`config.mk`:
```
export PLATFORM = sky130hd
export DESIGN_NAME = spectral_trigger_top
export DESIGN_NICKNAME = d
export VERILOG_FILES = /design/src/source/spectrum_pkg.sv /design/src/source/spectral_trigger_top.sv /design/src/source/trigger_detect.sv /design/src/source/bin_readout.sv /design/src/source/frame_ram.sv /design/src/source/bin_capture.sv
export VERILOG_INCLUDE_DIRS = /design/src /design/src/source
export SDC_FILE = /design/constraint.sdc
export NUM_CORES = 2
export LEC_CHECK = 0
export BUFFER_PORTS_ARGS = -buffer_cell sky130_fd_sc_hd__buf_2
export CAP_MARGIN = 10
export CORE_UTILIZATION = 50
export CTS_CLUSTER_SIZE = 25
export DETAILED_ROUTE_END_ITERATION = 6
export GPL_TIMING_DRIVEN = 0
export PLACE_DENSITY = 0.66
export SYNTH_ARGS = -nofsm -noshare
export SYNTH_HDL_FRONTEND = slang
export SYNTH_SLANG_ARGS = --single-unit
```
`constraint.sdc`:
```
create_clock -name clk -period 3.8 [get_ports clk]
set_input_delay 0.19 -clock clk [delete_from_list [all_inputs] [get_ports clk]]
set_output_delay 0.19 -clock clk [all_outputs]
set_load 0.01 [all_outputs]
```
`src/source/spectrum_defs.svh`:
```
`ifndef SPECTRUM_DEFS_SVH
`define SPECTRUM_DEFS_SVH

`default_nettype none

////////////////////
// Frame geometry
////////////////////

// Bins per FFT frame
`define SPEC_FRAME_LEN 64

// Bits needed to address one bin of a frame
`define SPEC_ADDR_W 6

////////////////////
// Trigger band
////////////////////

// Inclusive bin limits of the live trigger band
`define SPEC_TRIG_BIN_LO 16
`define SPEC_TRIG_BIN_HI 18

`default_nettype wire

`endif
```
`src/source/spectrum_pkg.sv`:
```
`include "spectrum_defs.svh"

`default_nettype none

package spectrum_pkg;

    ////////////////////
    // Types
    ////////////////////

    // One bin address within a frame
    typedef logic [`SPEC_ADDR_W-1:0] bin_addr_t;

    // FFT output word
    // Imaginary half on top, real half below
    typedef struct packed {
        logic signed [15:0] im;
        logic signed [15:0] re;
    } fft_word_t;

    ////////////////////
    // Helpers
    ////////////////////

    // Absolute value of a signed 16-bit half
    // Most negative value maps onto itself (0x8000)
    function automatic logic [15:0] mag16(input logic signed [15:0] v);
        logic [15:0] neg;
        neg = 16'(~v) + 16'd1;
        return v[15] ? neg : 16'(v);
    endfunction

endpackage

`default_nettype wire

```
`src/source/spectral_trigger_top.sv`:
```
`timescale 1ns/1ps

`default_nettype none

module spectral_trigger_top (
    input  logic                    clk,
    input  logic                    rst,
    input  spectrum_pkg::fft_word_t t_data,
    input  logic                    t_valid,
    input  logic [15:0]             t_user,
    input  logic [15:0]             threshold,
    input  spectrum_pkg::bin_addr_t frequency,
    input  logic [1:0]              offset,
    output logic                    t_ready,
    output logic                    trigger,
    output logic                    frame_ready,
    output logic                    bin_valid,
    output spectrum_pkg::fft_word_t bin_data,
    output logic [15:0]             bin_mag
);

    import spectrum_pkg::*;

    // Buffer write side
    logic      wr_en;
    bin_addr_t wr_addr;
    fft_word_t wr_data;

    // Accepted word tap for the detector
    logic       accept;
    logic [7:0] acc_index;

    // Buffer read side
    logic      rd_en;
    bin_addr_t rd_addr;
    fft_word_t rd_data;

    // Readout finished, release back-pressure
    logic readout_done;

    ////////////////////
    // Producer
    ////////////////////

    bin_capture capture0 (
        .clk          (clk),
        .rst          (rst),
        .t_data       (t_data),
        .t_valid      (t_valid),
        .t_user       (t_user),
        .readout_done (readout_done),
        .t_ready      (t_ready),
        .wr_en        (wr_en),
        .wr_addr      (wr_addr),
        .wr_data      (wr_data),
        .accept       (accept),
        .acc_index    (acc_index),
        .frame_ready  (frame_ready)
    );

    ////////////////////
    // Frame buffer
    ////////////////////

    frame_ram ram0 (
        .clk     (clk),
        .wr_en   (wr_en),
        .wr_addr (wr_addr),
        .wr_data (wr_data),
        .rd_en   (rd_en),
        .rd_addr (rd_addr),
        .rd_data (rd_data)
    );

    ////////////////////
    // Consumer
    ////////////////////

    bin_readout readout0 (
        .clk          (clk),
        .rst          (rst),
        .frame_ready  (frame_ready),
        .frequency    (frequency),
        .offset       (offset),
        .rd_en        (rd_en),
        .rd_addr      (rd_addr),
        .rd_data      (rd_data),
        .bin_valid    (bin_valid),
        .bin_data     (bin_data),
        .bin_mag      (bin_mag),
        .readout_done (readout_done)
    );

    ////////////////////
    // Live band trigger
    ////////////////////

    // Fed from the write port, so only accepted words are seen
    trigger_detect detect0 (
        .clk       (clk),
        .rst       (rst),
        .accept    (accept),
        .acc_data  (wr_data),
        .acc_index (acc_index),
        .threshold (threshold),
        .trigger   (trigger)
    );

endmodule

`default_nettype wire

```
`src/source/trigger_detect.sv`:
```
`timescale 1ns/1ps

`include "spectrum_defs.svh"

`default_nettype none

module trigger_detect (
    input  logic                    clk,
    input  logic                    rst,
    input  logic                    accept,
    input  spectrum_pkg::fft_word_t acc_data,
    input  logic [7:0]              acc_index,
    input  logic [15:0]             threshold,
    output logic                    trigger
);

    import spectrum_pkg::*;

    // Index falls inside the trigger band
    logic in_band;

    // Real-part magnitude of the accepted word
    logic [15:0] re_mag;

    // Trigger condition for the current cycle
    logic hit;

    ////////////////////
    // Band and level test
    ////////////////////

    assign in_band = (acc_index >= 8'(`SPEC_TRIG_BIN_LO)) &&
                     (acc_index <= 8'(`SPEC_TRIG_BIN_HI));

    // Real half only, imaginary part ignored
    assign re_mag = mag16(acc_data.re);

    // Strictly above threshold, equal does not fire
    assign hit = accept && in_band && (re_mag > threshold);

    ////////////////////
    // Output register
    ////////////////////

    // One cycle after the accepted word
    always_ff @(posedge clk) begin
        if (rst) begin
            trigger <= 1'b0;
        end else begin
            trigger <= hit;
        end
    end

endmodule

`default_nettype wire

```
`src/source/bin_readout.sv`:
```
`timescale 1ns/1ps

`default_nettype none

module bin_readout (
    input  logic                    clk,
    input  logic                    rst,
    input  logic                    frame_ready,
    input  spectrum_pkg::bin_addr_t frequency,
    input  logic [1:0]              offset,
    output logic                    rd_en,
    output spectrum_pkg::bin_addr_t rd_addr,
    input  spectrum_pkg::fft_word_t rd_data,
    output logic                    bin_valid,
    output spectrum_pkg::fft_word_t bin_data,
    output logic [15:0]             bin_mag,
    output logic                    readout_done
);

    import spectrum_pkg::*;

    // Read issued last cycle, RAM data now present
    logic rd_pend;

    ////////////////////
    // Read request
    ////////////////////

    // One read per completed frame
    assign rd_en = frame_ready;

    // Selected bin plus offset
    // Six-bit sum wraps past bin 63 on its own
    assign rd_addr = frequency + bin_addr_t'(offset);

    ////////////////////
    // Valid pipeline
    ////////////////////

    always_ff @(posedge clk) begin
        if (rst) begin
            rd_pend   <= 1'b0;
            bin_valid <= 1'b0;
        end else begin
            // Stage 1 tracks the RAM read latency
            rd_pend   <= rd_en;
            // Stage 2 marks the registered result
            bin_valid <= rd_pend;
        end
    end

    ////////////////////
    // Result registers
    ////////////////////

    // Capture word and real-part magnitude as the RAM returns them
    always_ff @(posedge clk) begin
        if (rd_pend) begin
            bin_data <= rd_data;
            bin_mag  <= mag16(rd_data.re);
        end
    end

    // Capture may resume once the result is out
    assign readout_done = bin_valid;

endmodule

`default_nettype wire

```
`src/source/frame_ram.sv`:
```
`timescale 1ns/1ps

`include "spectrum_defs.svh"

`default_nettype none

module frame_ram (
    input  logic                    clk,
    input  logic                    wr_en,
    input  spectrum_pkg::bin_addr_t wr_addr,
    input  spectrum_pkg::fft_word_t wr_data,
    input  logic                    rd_en,
    input  spectrum_pkg::bin_addr_t rd_addr,
    output spectrum_pkg::fft_word_t rd_data
);

    import spectrum_pkg::*;

    ////////////////////
    // Storage
    ////////////////////

    // One entry per bin of the frame
    fft_word_t mem [`SPEC_FRAME_LEN];

    ////////////////////
    // Write port
    ////////////////////

    always_ff @(posedge clk) begin
        if (wr_en) begin
            mem[wr_addr] <= wr_data;
        end
    end

    ////////////////////
    // Read port
    ////////////////////

    // Registered read, data follows one cycle after rd_en
    always_ff @(posedge clk) begin
        if (rd_en) begin
            rd_data <= mem[rd_addr];
        end
    end

endmodule

`default_nettype wire

```
`src/source/bin_capture.sv`:
```
`timescale 1ns/1ps

`include "spectrum_defs.svh"

`default_nettype none

module bin_capture (
    input  logic                    clk,
    input  logic                    rst,
    input  spectrum_pkg::fft_word_t t_data,
    input  logic                    t_valid,
    input  logic [15:0]             t_user,
    input  logic                    readout_done,
    output logic                    t_ready,
    output logic                    wr_en,
    output spectrum_pkg::bin_addr_t wr_addr,
    output spectrum_pkg::fft_word_t wr_data,
    output logic                    accept,
    output logic [7:0]              acc_index,
    output logic                    frame_ready
);

    import spectrum_pkg::*;

    // Address of the final bin in a frame
    localparam bin_addr_t LAST_ADDR = bin_addr_t'(`SPEC_FRAME_LEN - 1);

    // Write pointer into the frame buffer
    bin_addr_t count;

    // Set while the buffer holds a frame awaiting readout
    logic busy;

    // Last word of the frame accepted this cycle
    logic last_word;

    ////////////////////
    // Stream handshake
    ////////////////////

    // Ready only when the buffer is free
    assign t_ready = ~busy;

    // Word transfer on valid and ready together
    assign accept = t_valid & t_ready;

    // Bin index sits in the low byte of the user field
    assign acc_index = t_user[7:0];

    assign last_word = accept && (count == LAST_ADDR);

    ////////////////////
    // Buffer write port
    ////////////////////

    // Every accepted word lands at the current count
    assign wr_en   = accept;
    assign wr_addr = count;
    assign wr_data = t_data;

    ////////////////////
    // Counter and busy window
    ////////////////////

    always_ff @(posedge clk) begin
        if (rst) begin
            count       <= '0;
            busy        <= 1'b0;
            frame_ready <= 1'b0;
        end else begin
            // Single-cycle completion pulse
            frame_ready <= last_word;

            if (accept) begin
                // Six-bit count wraps back to bin 0 after the last bin
                count <= count + 1'b1;
            end

            // Hold off the stream until the bin has been read back
            if (last_word) begin
                busy <= 1'b1;
            end else if (readout_done) begin
                busy <= 1'b0;
            end
        end
    end

endmodule

`default_nettype wire

```
==> impl_metrics.env <==
export IMPL_dieHeight_microns=406
export IMPL_grt_max_degree=69
export IMPL_peakVddDrop_mv=0.443
export IMPL_cap_violations=0
export IMPL_reg2reg_slack_ns=-0.02
export IMPL_hold_path_class="in2reg"
export IMPL_p_clk_share_pct=39.0
export IMPL_gp_congestion=0.889
export IMPL_syn_nets=3411
export IMPL_ys_warn_count=0
export IMPL_cts_sinks=2138
export IMPL_fmax_mhz=253
export IMPL_violations="negative setup slack"
export IMPL_synth_area_per_cell_sq_um=24.6
export IMPL_power_switching_uw=11600
export IMPL_cts_made_buffers=210
export IMPL_critPathCaptureType="flop"
export IMPL_finalCritPeriodShare_pct=104
export IMPL_antenna_found_initial=17
export IMPL_portBuffers=118
export IMPL_cts_root_buf="clkbuf_16"
export IMPL_drive_gt1_share_pct=33.5
export IMPL_drt_pass1_iter_count=5
export IMPL_yosysSeqAreaShare_pct=78.6
export IMPL_grt_ovfl_total=0
export IMPL_fin_ws_ns=-0.154
export IMPL_layout_common_cells="edfxtp_1, mux4_2, clkbuf_16"
export IMPL_worstSetupStartpointType="input pin"
export IMPL_nNetsFinal=3873
export IMPL_vias=37800
export IMPL_dr_max_layer_used="met5"
export IMPL_synthesis_area_sq_um=81600
export IMPL_drtAntennaViolNets=0
export IMPL_grt_pass1_wl_microns=285000
export IMPL_maxSlewHeadroom_pct=12.7
export IMPL_crit_reg2reg_launch="capture0.busy"
export IMPL_critical_path_class="in2reg"
export IMPL_crit_required_ns=4.29
export IMPL_reg2reg_depth=7
export IMPL_cts_max_level=4
export IMPL_syn_inst=3314
export IMPL_drt_iter0_drc=4526
export IMPL_sw_frac_of_total_pct=22.8
export IMPL_skew_ns=0.0226
export IMPL_cts_tree="built"
export IMPL_met2_length_microns=97300
export IMPL_insertion_delay_ns=0.83
export IMPL_fillerInstances=11200
export IMPL_initial_core_util_pct=50.6
export IMPL_p_comb_share_pct=9.8
export IMPL_final_setup_viol_count=24
export IMPL_p_seq_share_pct=51.3
export IMPL_p_leak_uw=0.0294
export IMPL_dieWidth_microns=406
export IMPL_viasPerCell=6.19
export IMPL_p_total_uw=50800
export IMPL_place_area_sq_um=87200
export IMPL_design_area_sq_um=94400
export IMPL_drv_slew=0
export IMPL_route_met3_wl_microns=20200
export IMPL_timing_setup_tns_ns=-0.421
export IMPL_area_growth_pct=15.8
export IMPL_max_slew_worst_pin_slew_ns=1.31
export IMPL_timing_rr_end="ram0.mem[53][14]"
export IMPL_post_drt_wl_per_cell_microns=33.1
export IMPL_fin_crit_ns=3.95
export IMPL_drcViolationCount=0
export IMPL_rsz0062_at_grt="no"
export IMPL_final_util_pct=58.5
export IMPL_status="complete, but fails checks"
export IMPL_hp_start="t_data[30]"
export IMPL_grt_pass1_vias=38000
export IMPL_wl_met1_microns=78200
export IMPL_worst_path_max_fanout=10
export IMPL_core_sq_um=161000
export IMPL_hold_end="ram0.mem[27][30]"
export IMPL_ys_ff_latch=2138
export IMPL_final_hold_violation_count=0
export IMPL_clkTransAtPathRegs_ns=0.06
export IMPL_gr_usage_all_layers_pct=25.1
export IMPL_power_internal_uw=39200
export IMPL_cp_arrival_ns=4.45
export IMPL_rows=147
export IMPL_dp_hpwl_microns=130000
export IMPL_die_area_sq_um=165000
export IMPL_powerDensity_nw_per_um2=538
export IMPL_io_pin_count=127
export IMPL_clock_path_buffers=3
export IMPL_wirelength_microns=202000
export IMPL_mostFrequentLayoutCell="edfxtp_1"
export IMPL_synth_cell_types=41
export IMPL_holdPathStages=1
-- Yosys cell counts --
master | instances | area (sq um)
or2_2 | 3 | 18.8
buf_1 | 16 | 60.1
o41ai_1 | 3 | 26.3
a22oi_1 | 64 | 480
dfxtp_1 | 11 | 220
edfxtp_1 | 2127 | 63900
xor2_1 | 6 | 52.6
or4_1 | 3 | 22.5
o31ai_1 | 6 | 45.0
buf_4 | 21 | 158
nand4_1 | 3 | 18.8
nor2b_1 | 7 | 43.8
xnor2_1 | 30 | 263
fa_1 | 1 | 20.0
and2_1 | 1 | 6.26
nand2b_1 | 2 | 12.5
a21oi_1 | 4 | 20.0
mux4_2 | 640 | 14400
o21a_1 | 2 | 15.0
and4_1 | 2 | 17.5
clkbuf_1 | 81 | 304
buf_2 | 46 | 230
nor4b_1 | 1 | 8.76
nand3b_1 | 5 | 37.5
nand2_1 | 57 | 214
buf_6 | 4 | 45.0
nor4_1 | 3 | 18.8
ha_1 | 21 | 263
nor2_1 | 80 | 300
inv_1 | 21 | 78.8
nor4bb_1 | 1 | 10.0
nor3b_1 | 1 | 7.51
or3b_2 | 1 | 8.76
o21ai_0 | 13 | 65.1
a21o_1 | 8 | 60.1
mux2i_1 | 1 | 10.0
and3_1 | 2 | 12.5
a311oi_1 | 1 | 8.76
nor3_1 | 3 | 15.0
or3_1 | 6 | 37.5
nand3_1 | 6 | 30.0
-- repair_timing --
item | 4_1_cts | 5_1_grt
gates resized for setup | 40 | 24
endpoints found under the hold margin | 265 | 242
hold buffers | 19 | 14
endpoints found under the setup margin | 32 | 44
pin swaps | 0 | 3
setup buffers | 0 | 2
-- registers in the layout, indices dropped and copies added (netlist names) --
name                  count
detect0.trigger           1
capture0.wr_addr          6
ram0.rd_data             32
readout0.bin_valid        1
ram0.mem               2048
readout0.bin_mag         16
capture0.busy             1
readout0.rd_pend          1
readout0.bin_data        31
capture0.frame_ready      1
-- power groups by stage --
stage | clock, uW | combinational [uW] | sequential, uW
6_report | 19800 | 4950 | 26000
4_1_cts | 20000 | 4890 | 26000
3_3_place_gp | 0 | 4700 | 26500
3_5_place_dp | 0 | 4840 | 26500
2_1_floorplan | 0 | 2730 | 26500
5_1_grt | 20900 | 5120 | 26000
-- worst max-delay path, stage by stage --
cell and delay, ns:
buf_2 0.10, ha_1 0.29, fa_1 0.51, clkbuf_1 0.41, clkbuf_2 0.49, buf_2 0.50, mux4_2 0.46, mux4_2 0.52
a22oi_1 0.59, nand2_1 0.35
-- worst max-delay path by stage --
stage	startpoint	to	slack [ns]	cells past startpoint
3_5_place_dp	offset[0]	ram0.rd_data[14]	-1.69	10
3_3_place_gp	offset[0]	ram0.rd_data[5]	-2.04	10
4_1_cts	offset[0]	ram0.rd_data[21]	0.007	10
2_1_floorplan	capture0.busy	ram0.mem[63][0]	0.74	7
5_1_grt	capture0.busy	ram0.mem[21][15]	0.0005	7
6_report	offset[0]	ram0.rd_data[0]	-0.15	10
-- per-stage QoR --
stage / cells / worst slack [ns] / hold slack [ns]
after floorplan: 3314 / 0.738 / 0.289
after global placement: 5592 / -2.04 / 0.404
after detailed placement: 5677 / -1.69 / 0.406
after CTS: 6079 / 0.00685 / 0.0710
after global routing: 6107 / 0.000464 / 0.133
final: 6110 / -0.154 / 0.157
-- kinds of logic (layout without fill, tap and decap cells) --
logic type	count (synthesis)	count (layout)	share of synthesized area, %
AO/OA/AOI/OAI	101	101	0.884
XOR/XNOR	36	36	0.387
adder cells (fa/ha/maj)	22	22	0.347
buffers and inverters	189	822	1.07
flip-flops	2138	2138	78.6
multiplexers	641	641	17.7
other	0	3	0
AND/OR/NAND/NOR	187	187	1.03
-- metal layers --
| metal | vias to the layer above | GRT usage, % |
|---|---|---|
| met4 | 6 | 7.95 |
| met5 | - | 0 |
| li1 | 15300 | - |
| met1 | 20400 | 34.4 |
| met3 | 320 | 6.91 |
| met2 | 1815 | 39.3 |
-- cell type report --
type / count / area, sq um / area share (%)
Buffer: 168 / 840 / 0.889
Clock inverter: 113 / 886 / 0.938
Tap cell: 2160 / 2700 / 2.86
Multi-Input combinational cell: 987 / 17200 / 18.2
Inverter: 21 / 78.8 / 0.0835
Timing Repair Buffer: 250 / 3040 / 3.22
Sequential cell: 2138 / 64100 / 67.9
Clock buffer: 270 / 5590 / 5.92
Antenna cell: 3 / 7.51 / 0.00795
No activity file was read; power rests on OpenSTA's default activity.
